[src/verilog/bankmem_params.svh]
`ifndef BANKMEM_PARAMS_SVH
`define BANKMEM_PARAMS_SVH

// Data path and bank geometry.
`define BM_DATA_W 32
`define BM_NUM_BANK 8
`define BM_BANK_W 3
`define BM_ROW_W 6

// Read latency of every memory, in cycles.
`define BM_READ_DELAY 2

// Queue depths and credit counts on both host interfaces.
`define BM_IN_CREDITS 4
`define BM_OUT_DEPTH 8
`define BM_OUT_CREDITS 4

// Metadata word holds valid, bank and parity.
`define BM_META_W (`BM_BANK_W + 2)

`endif

[src/verilog/bankmem_pkg.sv]
`default_nettype none

`include "bankmem_params.svh"

package bankmem_pkg;

  typedef enum logic [1:0] {
    OP_READ   = 2'd0,
    OP_WRITE  = 2'd1,
    OP_LOOKUP = 2'd2
  } req_op_e;

  typedef struct packed {
    req_op_e               op;
    logic [`BM_BANK_W-1:0] bank;
    logic [`BM_ROW_W-1:0]  row;
    logic [`BM_DATA_W-1:0] data;
  } mem_req_t;

  // Parity is the XOR of all data bits of the stored word.
  typedef struct packed {
    logic                  valid;
    logic [`BM_BANK_W-1:0] bank;
    logic                  parity;
  } meta_entry_t;

  typedef struct packed {
    logic [`BM_DATA_W-`BM_META_W-1:0] pad;
    meta_entry_t                      entry;
  } rsp_meta_view_t;

  // A read returns a data word, a lookup returns a metadata entry.
  typedef union packed {
    logic [`BM_DATA_W-1:0] data;
    rsp_meta_view_t        meta;
  } rsp_payload_u;

  // Kind is OP_READ or OP_LOOKUP.
  typedef struct packed {
    req_op_e      kind;
    logic         hit;
    logic         parity_ok;
    rsp_payload_u payload;
  } mem_rsp_t;

endpackage

`default_nettype wire

[src/verilog/req_ingress.sv]
`timescale 1ns/100ps
`default_nettype none

`include "bankmem_params.svh"

module req_ingress import bankmem_pkg::*; (
  input  wire           clk,
  input  wire           rst,
  input  wire           req_valid,
  input  wire mem_req_t req,
  output logic          req_credit,
  input  wire           rsp_room,
  output logic          issue_valid,
  output mem_req_t      issue
);

  localparam int DEPTH = `BM_IN_CREDITS;
  localparam int PTR_W = (DEPTH > 1) ? $clog2(DEPTH) : 1;
  localparam int CNT_W = $clog2(DEPTH + 1);

  mem_req_t          queue [0:DEPTH-1];
  logic [PTR_W-1:0]  wr_ptr;
  logic [PTR_W-1:0]  rd_ptr;
  logic [CNT_W-1:0]  count;
  logic              deq;

  // Requests wait here until the egress has a free slot.
  assign deq         = (count != '0) && rsp_room;
  assign issue_valid = deq;
  assign issue       = queue[rd_ptr];

  always_ff @(posedge clk) begin
    if (req_valid) begin
      queue[wr_ptr] <= req;
    end
  end

  always_ff @(posedge clk) begin
    if (rst) begin
      wr_ptr     <= '0;
      rd_ptr     <= '0;
      count      <= '0;
      req_credit <= 1'b0;
    end else begin
      req_credit <= deq;
      if (req_valid) begin
        wr_ptr <= (wr_ptr == PTR_W'(DEPTH - 1)) ? '0 : wr_ptr + 1'b1;
      end
      if (deq) begin
        rd_ptr <= (rd_ptr == PTR_W'(DEPTH - 1)) ? '0 : rd_ptr + 1'b1;
      end
      case ({req_valid, deq})
        2'b10:   count <= count + 1'b1;
        2'b01:   count <= count - 1'b1;
        default: count <= count;
      endcase
    end
  end

  // The host may only send while it holds a credit, so the queue never overflows.
  a_no_credit_overrun: assert property (
    @(posedge clk) disable iff (rst)
    req_valid |-> (count < CNT_W'(DEPTH))
  ) else $error("req_ingress: request received with the queue full");

endmodule

`default_nettype wire

[config.mk]
export PLATFORM = sky130hd
export DESIGN_NAME = req_ingress
export DESIGN_NICKNAME = d
export VERILOG_FILES = /design/src/verilog/bankmem_pkg.sv /design/src/verilog/req_ingress.sv
export VERILOG_INCLUDE_DIRS = /design/src /design/src/verilog
export SDC_FILE = /design/constraint.sdc
export NUM_CORES = 1
export LEC_CHECK = 0
export BUFFER_PORTS_ARGS = -buffer_cell sky130_fd_sc_hd__buf_4
export CAP_MARGIN = 20
export CORE_ASPECT_RATIO = 0.5
export CORE_MARGIN = 5
export CORE_UTILIZATION = 50
export DETAILED_ROUTE_END_ITERATION = 6
export PLACE_DENSITY = 0.71
export SLEW_MARGIN = 20
export SYNTH_ARGS = -nofsm -noshare
export SYNTH_HDL_FRONTEND = slang
export SYNTH_SLANG_ARGS = --single-unit
[constraint.sdc]
create_clock -name clk -period 6.15 [get_ports clk]
set_input_delay 1.23 -clock clk [delete_from_list [all_inputs] [get_ports clk]]
set_output_delay 1.23 -clock clk [all_outputs]
set_load 0.03 [all_outputs]
==> impl_metrics.csv, run 1 <==
group,metric,value,unit
worst_setup_path,path_cells,"mux4_1, buf_4",
clock_network,numCtsBuffers,17,
detailed_routing,ant_nets,0,
synthesis,syn_avg_cell_area,24.5,um^2
global_route,grtUsageMet1,18.8,%
worst_setup_path,cp-end-kind,"primary output",
timing,setup_violations,0,
worst_setup_path,rr_worst_depth,8,
clock_network,cts_tree,"yes",
floorplan,rows,30,
detailed_routing,firstDrtPassIters,4,
cells_and_area,finalNonFillerCells,563,
detailed_routing,drcViolationCount,0,
synthesis,syn_area,6740,um^2
floorplan,die_w,174,um
worst_setup_path,ff2ff_setup_slack,4.23,ns
timing,worst_pin_slew,0.852,ns
floorplan,io_pins,92,
placement,dp_cells,531,
timing,skew,0.00503,ns
clock_network,cts_resized,0,
floorplan,die_h,92.1,um
cells_and_area,design_area,8170,um^2
worst_hold_path,hold_depth,2,
global_route,groute.layer.met2.usage,26.6,%
cells_and_area,diodes,0,
timing,period_share,55.6,%
detailed_routing,first_iter_violations,239,
worst_hold_path,hold_path.class,"reg2reg",
cells_and_area,multi_input_area,1240,um^2
global_route,met3_usage,3.91,%
clock_network,cts_hold_buf,0,
synthesis,ys_ff_latch,182,
worst_setup_path,crit_type,"reg2out",
clock_network,postCtsSetupBuffers,0,
global_route,grt_max_degree,44,
placement,post_dp_cell_area,7540,um^2
cells_and_area,final_common_cell,"edfxtp_1",
worst_setup_path,timing.rr.start,"count[0]$_SDFFE_PP0P_",
global_route,grt_pass1_wl,18.5,mm
clock_network,clock_path_buffers,2,
timing,final_hold_viol_count,0,
detailed_routing,vias,2925,
synthesis,ys_seq_area_share,79.6,%
global_route,antenna_found_initial,0,
power_and_ir_drop,power.leakage,0.00277,uW
worst_setup_path,crit_fanout,43,
synthesis,ys_warn_count,0,
global_route,grt_pass1_vias,3426,
detailed_routing,drt-total-wl,11.5,mm
synthesis,synth_nets,329,
cells_and_area,regArea,5370,um^2
placement,io_buffers,91,
clock_network,worstSkewPairLatency,0.41,ns
worst_setup_path,rr_endpoint,"count[2]$_SDFFE_PP0P_",
cells_and_area,syn_to_final_growth,21.2,%
floorplan,start_util,50.5,%
timing,drv_slew,0,
global_route,grt.busiest_layer,"met2",
worst_setup_path,cp.arrival,2.19,ns
global_route,grtUsageTotal,15.3,%
clock_network,cts_max_level,4,
power_and_ir_drop,vdd_drop_max,0.000193,V
timing,fin_tns_setup,0,ns
cells_and_area,fillers,946,
timing,fin_crit,3.42,ns
clock_network,clockRootBuffer,"clkbuf_16",
clock_network,numClockSinks,182,
detailed_routing,wire_per_inst,20.3,um
worst_setup_path,cp-start-kind,"flop",
power_and_ir_drop,power_density,401,nW/um^2
cells_and_area,final_cell_mix,"172 x edfxtp_1, 91 x buf_4, 40 x mux4_2",
cells_and_area,fin_nets,428,
timing,hold-worst-slack,0.491,ns
timing,timing.fmax,0.293,GHz
placement,place_ws,3.08,ns
placement,gp_congestion,0.680,
timing,slew_headroom,43.2,%
timing,rsz0062_at_grt,"false",
floorplan,dieArea,16100,um^2
cells_and_area,drive_gt1_share,43.4,%
worst_setup_path,cp_data_required_time,4.92,ns
flow_run,drv_cap,0,
worst_hold_path,hp-start,"rd_ptr[0]$_SDFFE_PP0N_",
worst_setup_path,cp_slowest_stage_delay,0.91,ns
timing,fin_ws,2.73,ns
synthesis,synthCells,275,
synthesis,yosysUniqueCellTypes,21,
global_route,grt_overflow,0,
floorplan,core,13400,um^2
detailed_routing,drt-vias-per-instance,5.20,
run_status,status,"finished clean",
placement,dp_hpwl,6.76,mm
worst_setup_path,crit_slowest_cell,"dfxtp_4",
clock_network,cts.clk_slew.worst_paths,0.07,ns
[registers in the layout, summed over array words and instances (netlist names), named ones only]
register    count
count           3
req_credit      1
rd_ptr          2
wr_ptr          2
queue         172
[synth_stat cells (all sizes together)]
cell type,number,share of area (%)
mux2i,2,0.30
edfxtp,172,77
and2,4,0.37
mux4,43,15
clkbuf,2,0.11
dfxtp,10,3.0
nor2,7,0.39
xor2,2,0.26
inv,7,0.39
buf,9,1.7
o31ai,1,0.32
o21ai,1,0.074
a21oi,4,0.30
ha,6,1.1
nand2,1,0.056
nor3b,1,0.11
or3,2,0.19
fa,1,0.30
[where the power goes]
part           leakage (uW)  switching [uW]  internal (uW)
sequential          0.00166            93.5           1420
combinational      0.000817             323            298
clock              0.000293             452            684
[layer usage]
layer	part of all wire [%]	vias to the layer above
met2	54	49
met1	41	1524
met4	0.94	0
met5	0	-
li1	-	1345
met3	4.1	7
[kinds of logic after synthesis]
| logic type | share of synthesized area, % |
|---|---|
| AOI/OAI and AO/OA | 0.686 |
| and+or+nand+nor | 1.11 |
| DFF | 79.6 |
| xor gates and xnor gates | 0.260 |
| buffers and inverters | 2.15 |
| muxes | 14.8 |
| adders and majority gates | 1.41 |
[layout make-up]
class / count / area share [%]
multi-input combinational: 75 / 15.2
timing repair buffer: 91 / 8.36
clock buffer: 18 / 5.25
inverter: 7 / 0.322
clock inverter: 14 / 2.40
tap: 176 / 2.69
sequential: 182 / 65.7
[worst max-delay path: cells and delay by family, from the launching register on]
kind / cells / cell delay, ns
muxes: 1 / 0.65
DFF: 1 / 0.91
buffers and inverters: 1 / 0.19
[how the worst max path moves through the flow]
stage,start,cells after the start,end,slack [ns]
6_report,flop,2,issue[35],2.73
5_1_grt,flop,2,issue[33],2.52
4_1_cts,flop,2,issue[33],2.62
3_5_place_dp,flop,2,issue[33],3.08
3_3_place_gp,flop,2,issue[35],3.11
2_1_floorplan,rsp_room,8,count[2]$_SDFFE_PP0P_,3.34
[metrics by stage]
| stage | utilization (%) | total power, uW |
|---|---|---|
| after global placement | 56.4 | 2160 |
| final | 61.2 | 3270 |
| after detailed placement | 56.5 | 2180 |
| after floorplan | - | 1990 |
| after global routing | 61.2 | 3420 |
| after CTS | 61.1 | 3320 |
No activity file was read; power rests on OpenSTA's default activity.
==> inputs of run 2 (changes only) <==
--- a/config.mk
+++ b/config.mk
@@ -6,13 +6,14 @@
 export SDC_FILE = /design/constraint.sdc
 export NUM_CORES = 1
 export LEC_CHECK = 0
+export ABC_AREA = 1
 export BUFFER_PORTS_ARGS = -buffer_cell sky130_fd_sc_hd__buf_4
 export CAP_MARGIN = 20
 export CORE_ASPECT_RATIO = 0.5
 export CORE_MARGIN = 5
 export CORE_UTILIZATION = 50
 export DETAILED_ROUTE_END_ITERATION = 6
-export PLACE_DENSITY = 0.71
+export PLACE_DENSITY = 0.74
 export SLEW_MARGIN = 20
 export SYNTH_ARGS = -nofsm -noshare
 export SYNTH_HDL_FRONTEND = slang
==> constraint.sdc (replaced) <==
create_clock -name clk -period 3.1 [get_ports clk]
set_input_delay 0.62 -clock clk [delete_from_list [all_inputs] [get_ports clk]]
set_output_delay 0.62 -clock clk [all_outputs]
set_load 0.03 [all_outputs]
==> impl_metrics.csv, run 2 <==
group,metric,value,unit
run_status,status,"finished clean",
global_route,grt_max_degree,49,
synthesis,ys_top_cells_by_area,"edfxtp_1 75%, o21ai_0 6.0%, nor2_1 5.0%",
cells_and_area,design_area,8350,um^2
worst_setup_path,cp-start-kind,"flop",
clock_network,clock_path_buffers,2,
timing,fin_crit,2.58,ns
clock_network,numClockSinks,182,
worst_setup_path,cp_slowest_stage_delay,0.54,ns
timing,slew_headroom,50.2,%
flow_run,drv_cap,0,
clock_network,cts_resized,0,
cells_and_area,largestRegisters,"queue x172, count x3",
timing,period_share,83.2,%
synthesis,ys_ff_latch,182,
synthesis,async_flop_share,0,%
placement,gp_congestion,0.688,
power_and_ir_drop,p_clk_share,32.3,%
detailed_routing,drt-vias-per-instance,5.39,
worst_setup_path,cp_data_required_time,2.48,ns
timing,final_hold_viol_count,0,
floorplan,die_h,92.8,um
synthesis,syn_avg_cell_area,14.3,um^2
placement,place_ws,0.953,ns
power_and_ir_drop,power_frac_comb,26.5,%
worst_setup_path,rr_worst_depth,13,
worst_setup_path,rr_endpoint,"count[2]$_SDFFE_PP0P_",
placement,dp_hpwl,7.86,mm
synthesis,synth_nets,535,
worst_setup_path,crit_type,"reg2out",
timing,rsz0062_at_grt,"false",
synthesis,yosysUniqueCellTypes,20,
synthesis,synth-edff-count,172,
worst_hold_path,hold_path.class,"in2reg",
detailed_routing,ant_nets,0,
worst_setup_path,timing.rr.start,"count[0]$_SDFFE_PP0P_",
clock_network,cts.clk_slew.worst_paths,0.06,ns
synthesis,ys_warn_count,0,
cells_and_area,syn_to_final_growth,21.7,%
clock_network,numCtsBuffers,17,
worst_setup_path,crit_fanout,43,
clock_network,cts_max_level,4,
floorplan,rows,30,
timing,fin_ws,0.521,ns
synthesis,synth.most_common_cell,"edfxtp_1",
floorplan,core,13500,um^2
cells_and_area,largest_register,"queue",
placement,io_buffers,91,
clock_network,worstSkewPairLatency,0.41,ns
detailed_routing,wire_per_inst,17.7,um
clock_network,cts_tree,"yes",
global_route,antenna_found_initial,0,
synthesis,syn_area,6860,um^2
floorplan,io_pins,92,
power_and_ir_drop,finalPower,6940,uW
timing,worst_pin_slew,0.746,ns
worst_hold_path,hold_end,"req_credit$_SDFF_PP0_",
worst_setup_path,ff2ff_setup_slack,1.30,ns
detailed_routing,drt-total-wl,13.5,mm
power_and_ir_drop,power_density,832,nW/um^2
floorplan,start_util,50.9,%
power_and_ir_drop,vdd_drop_max,0.000471,V
detailed_routing,drcViolationCount,0,
timing,timing.fmax,0.388,GHz
clock_network,clockRootBuffer,"clkbuf_16",
timing,setup_violations,0,
worst_hold_path,hold_depth,2,
worst_setup_path,crit_slowest_cell,"inv_2",
placement,post_dp_cell_area,7720,um^2
global_route,grtUsageTotal,17.0,%
worst_setup_path,cp.arrival,1.96,ns
worst_setup_path,crit_family,"buffers and inverters",
clock_network,postCtsSetupBuffers,0,
floorplan,die_w,176,um
synthesis,synth.largest_area_cell,"edfxtp_1",
cells_and_area,diodes,0,
cells_and_area,drive_gt1_share,23.8,%
worst_setup_path,cp-end-kind,"primary output",
synthesis,yosys-top-cells-count,"172 x edfxtp_1, 91 x nor2_1, 82 x o21ai_0",
timing,drv_slew,0,
power_and_ir_drop,swShare,31.1,%
power_and_ir_drop,power_switching,2160,uW
power_and_ir_drop,p_int,4780,uW
cells_and_area,final_util,61.9,%
synthesis,synth_top_area_share,75.3,%
global_route,grt_pass1_vias,4132,
power_and_ir_drop,seqPwrFrac,41.2,%
cells_and_area,final_common_cell,"edfxtp_1",
timing,fin_tns_setup,0,ns
synthesis,synthCells,481,
worst_setup_path,worst-path-buf-inv,2,
worst_hold_path,hp-start,"rst",
timing,skew,0.00679,ns
worst_setup_path,path_cells,"inv_2, o21ai_0, o22ai_1, buf_4",
global_route,grt_pass1_wl,21.1,mm
power_and_ir_drop,power.leakage,0.00301,uW
clock_network,cts_hold_buf,0,
synthesis,ys_seq_area_share,78.2,%
cells_and_area,fin_nets,630,
floorplan,dieArea,16300,um^2
detailed_routing,firstDrtPassIters,5,
cells_and_area,final_cell_mix,"172 x edfxtp_1, 99 x buf_4, 91 x nor2_1",
detailed_routing,vias,4125,
detailed_routing,first_iter_violations,424,
global_route,grt_overflow,0,
synthesis,ys.flop_type,"edfxtp_1",
cells_and_area,largest_reg_flops,172,
[run 2: changes by cell type in the layout (fill, tap and decap cells not counted), moves of 4 or more]
cell and delta:
o21ai_0 +81, o22ai_1 +43, nand2_1 +10, nor2_1 +84, mux4_2 -40, and2_4 -4
inv_1 +6, buf_4 +8, o21ai_1 +7, inv_2 +6, nand3_1 +4
[run 2: per-stage QoR]
step           hold slack (ns)  cells
2_1_floorplan            0.483    481
3_3_place_gp             0.514    733
3_5_place_dp             0.524    733
4_1_cts                  0.356    765
5_1_grt                  0.352    765
6_report                 0.374    765
[run 2: cell type report]
| cell class | instances | area [um^2] |
|---|---|---|
| clock inverters | 14 | 194 |
| multi-input cells | 254 | 1260 |
| fillers | 1003 | 5130 |
| repair buffers | 102 | 803 |
| clock buffers | 18 | 429 |
| inverters | 19 | 71.3 |
| well taps | 176 | 220 |
| flip-flops and latches | 182 | 5370 |
[run 2: logic make-up after synthesis]
group / share of synthesized area, %
DFF: 78.2
AOI/OAI and AO/OA: 10.9
and+or+nand+nor: 6.13
buffers and inverters: 3.38
adders and majority gates: 1.39
[run 2: worst max path at each step]
stage               slack, ns  depth (start not counted)                     to  startpoint
global placement         0.97                          4              issue[14]        flop
CTS                      0.48                          4               issue[8]        flop
detailed placement       0.95                          4               issue[8]        flop
finish                   0.52                          4               issue[8]        flop
floorplan                1.18                         11  count[2]$_SDFFE_PP0P_    rsp_room
global route             0.33                          4               issue[8]        flop
[run 2: layer usage]
metal	global-route usage, %	wire [um]
met3	5.34	788
met1	21.5	5790
met5	0	0
met4	5.58	148
met2	28.2	6780
[run 2: power by group through the flow]
stage	Sequential, uW	Combinational, uW	Clock [uW]
after CTS	2860	1860	2280
after global routing	2870	2000	2400
after global placement	2910	1830	0
after floorplan	2910	1200	0
after detailed placement	2910	1860	0
final	2860	1840	2250
==> inputs of run 3 (changes only) <==
--- a/config.mk
+++ b/config.mk
@@ -6,7 +6,7 @@
 export SDC_FILE = /design/constraint.sdc
 export NUM_CORES = 1
 export LEC_CHECK = 0
-export ABC_AREA = 1
+export ABC_AREA = 0
 export BUFFER_PORTS_ARGS = -buffer_cell sky130_fd_sc_hd__buf_4
 export CAP_MARGIN = 20
 export CORE_ASPECT_RATIO = 0.5
==> constraint.sdc (replaced) <==
create_clock -name clk -period 2.37 [get_ports clk]
set_input_delay 0.474 -clock clk [delete_from_list [all_inputs] [get_ports clk]]
set_output_delay 0.474 -clock clk [all_outputs]
set_load 0.03 [all_outputs]
==> impl_metrics.csv, run 3 (same netlist as run 1, synthesis figures left out) <==
group,metric,value,unit
placement,dp_hpwl,7.23,mm
clock_network,cts_tree,"yes",
global_route,grt_pass1_vias,3301,
clock_network,numClockSinks,182,
power_and_ir_drop,power_density,1030,nW/um^2
floorplan,rows,30,
timing,timing.fmax,0.442,GHz
global_route,grtUsageTotal,16.0,%
detailed_routing,drcViolationCount,0,
worst_setup_path,crit_slowest_cell,"mux4_1",
power_and_ir_drop,power_frac_comb,22.1,%
worst_hold_path,hp-start,"req[11]",
worst_hold_path,hold_depth,1,
clock_network,cts.clk_slew.worst_paths,0.06,ns
floorplan,dieArea,16100,um^2
floorplan,core,13400,um^2
power_and_ir_drop,p_clk_share,34.0,%
timing,fin_tns_setup,0,ns
worst_setup_path,cp-end-kind,"primary output",
detailed_routing,vias,3001,
power_and_ir_drop,power_switching,2280,uW
timing,final_hold_viol_count,0,
global_route,grt_overflow,0,
global_route,grt_max_degree,44,
worst_setup_path,cp-start-kind,"flop",
worst_setup_path,rr_worst_depth,8,
clock_network,cts_hold_buf,0,
clock_network,worstSkewPairLatency,0.42,ns
floorplan,die_w,174,um
timing,skew,0.00945,ns
power_and_ir_drop,vdd_drop_max,0.000537,V
worst_setup_path,crit_family,"multiplexers",
timing,rsz0062_at_grt,"false",
power_and_ir_drop,seqPwrFrac,43.9,%
worst_setup_path,cp_data_required_time,1.90,ns
timing,slew_headroom,81.3,%
detailed_routing,firstDrtPassIters,5,
placement,post_dp_cell_area,7680,um^2
cells_and_area,design_area,8320,um^2
worst_hold_path,hold_end,"queue[3][11]$_DFFE_PP_",
worst_setup_path,path_cells,"buf_12, mux4_1, buf_4",
worst_setup_path,rr_endpoint,"count[2]$_SDFFE_PP0P_",
worst_setup_path,ff2ff_setup_slack,0.34,ns
cells_and_area,largest_register,"queue",
global_route,antenna_found_initial,0,
cells_and_area,drive_gt1_share,44.7,%
cells_and_area,fin_nets,437,
worst_setup_path,crit_fanout,17,
floorplan,io_pins,92,
clock_network,clock_path_buffers,2,
worst_setup_path,cp.arrival,1.79,ns
worst_setup_path,crit_type,"reg2out",
detailed_routing,first_iter_violations,205,
run_status,status,"finished clean",
timing,drv_slew,0,
cells_and_area,fillers,882,
cells_and_area,final_common_cell,"edfxtp_1",
flow_run,drv_cap,0,
cells_and_area,largestRegisters,"queue x172, count x3",
power_and_ir_drop,p_int,6320,uW
timing,worst_pin_slew,0.280,ns
timing,fin_crit,2.26,ns
detailed_routing,ant_nets,0,
clock_network,postCtsSetupBuffers,2,
cells_and_area,final_cell_mix,"172 x edfxtp_1, 93 x buf_4, 40 x mux4_2",
global_route,grt_pass1_wl,18.7,mm
power_and_ir_drop,power.leakage,0.00285,uW
clock_network,clockRootBuffer,"clkbuf_16",
detailed_routing,drt-total-wl,12.1,mm
timing,setup_violations,0,
detailed_routing,drt-vias-per-instance,5.25,
cells_and_area,syn_to_final_growth,23.4,%
detailed_routing,wire_per_inst,21.1,um
worst_setup_path,worst-path-buf-inv,2,
floorplan,start_util,50.5,%
worst_setup_path,cp_slowest_stage_delay,0.56,ns
timing,period_share,95.5,%
clock_network,cts_resized,0,
cells_and_area,diodes,0,
power_and_ir_drop,swShare,26.5,%
floorplan,die_h,92.1,um
cells_and_area,largest_reg_flops,172,
placement,io_buffers,91,
worst_hold_path,hold_path.class,"in2reg",
clock_network,cts_max_level,4,
worst_setup_path,timing.rr.start,"count[0]$_SDFFE_PP0P_",
placement,gp_congestion,0.765,
clock_network,numCtsBuffers,17,
[run 3: worst max path at each step]
stage          startpoint               endpoint  cells past startpoint
2_1_floorplan    rsp_room  count[2]$_SDFFE_PP0P_                      8
3_3_place_gp     rsp_room  count[2]$_SDFFE_PP0P_                      9
3_5_place_dp     rsp_room  count[2]$_SDFFE_PP0P_                      9
4_1_cts              flop              issue[34]                      3
5_1_grt              flop              issue[34]                      3
6_report             flop              issue[34]                      3
[run 3: per-layer routing]
metal  GRT usage, %  routed length [um]
met1           18.5                4780
met2           27.3                6510
met3           6.51                 702
met4           5.79                  99
met5              0                   0
[run 3: power by group through the flow]
| stage | Clock (uW) | Combinational (uW) | Sequential [uW] |
|---|---|---|---|
| 3_3_place_gp | 0 | 1830 | 3850 |
| 4_1_cts | 2970 | 1940 | 3780 |
| 2_1_floorplan | 0 | 1350 | 3810 |
| 6_report | 2930 | 1900 | 3780 |
| 5_1_grt | 3150 | 2020 | 3790 |
| 3_5_place_dp | 0 | 1880 | 3870 |
[run 3: final cells by class]
type | instances | area, um^2 | share of cell area, %
clock inverters | 14 | 196 | 2.36
multi-input cells | 75 | 1240 | 14.9
repair buffers | 100 | 838 | 10.1
inverters | 7 | 26.3 | 0.316
well taps | 176 | 220 | 2.65
clock buffers | 18 | 429 | 5.16
flip-flops and latches | 182 | 5370 | 64.6
[run 3: worst register-to-register path, cell delays in order, from the launching register on]
cell     delay, ns
dfxtp_1       0.43
o31ai_4       0.12
inv_1         0.09
ha_1          0.20
inv_1         0.07
fa_1          0.40
xor2_1        0.18
or3_1         0.30
a21oi_1       0.17
[run 3: through the flow]
| stage | utilization, % | power, uW | hold slack [ns] | worst slack, ns | std cells |
|---|---|---|---|---|---|
| 6_report | 62.3 | 8610 | 0.250 | 0.106 | 572 |
| 5_1_grt | 62.3 | 8960 | 0.220 | 0.0156 | 572 |
| 4_1_cts | 62.3 | 8690 | 0.234 | 0.0821 | 572 |
| 3_5_place_dp | 57.5 | 5750 | 0.497 | 0.229 | 538 |
| 3_3_place_gp | 57.5 | 5680 | 0.487 | 0.411 | 538 |
| 2_1_floorplan | - | 5160 | 0.463 | 0.320 | 275 |
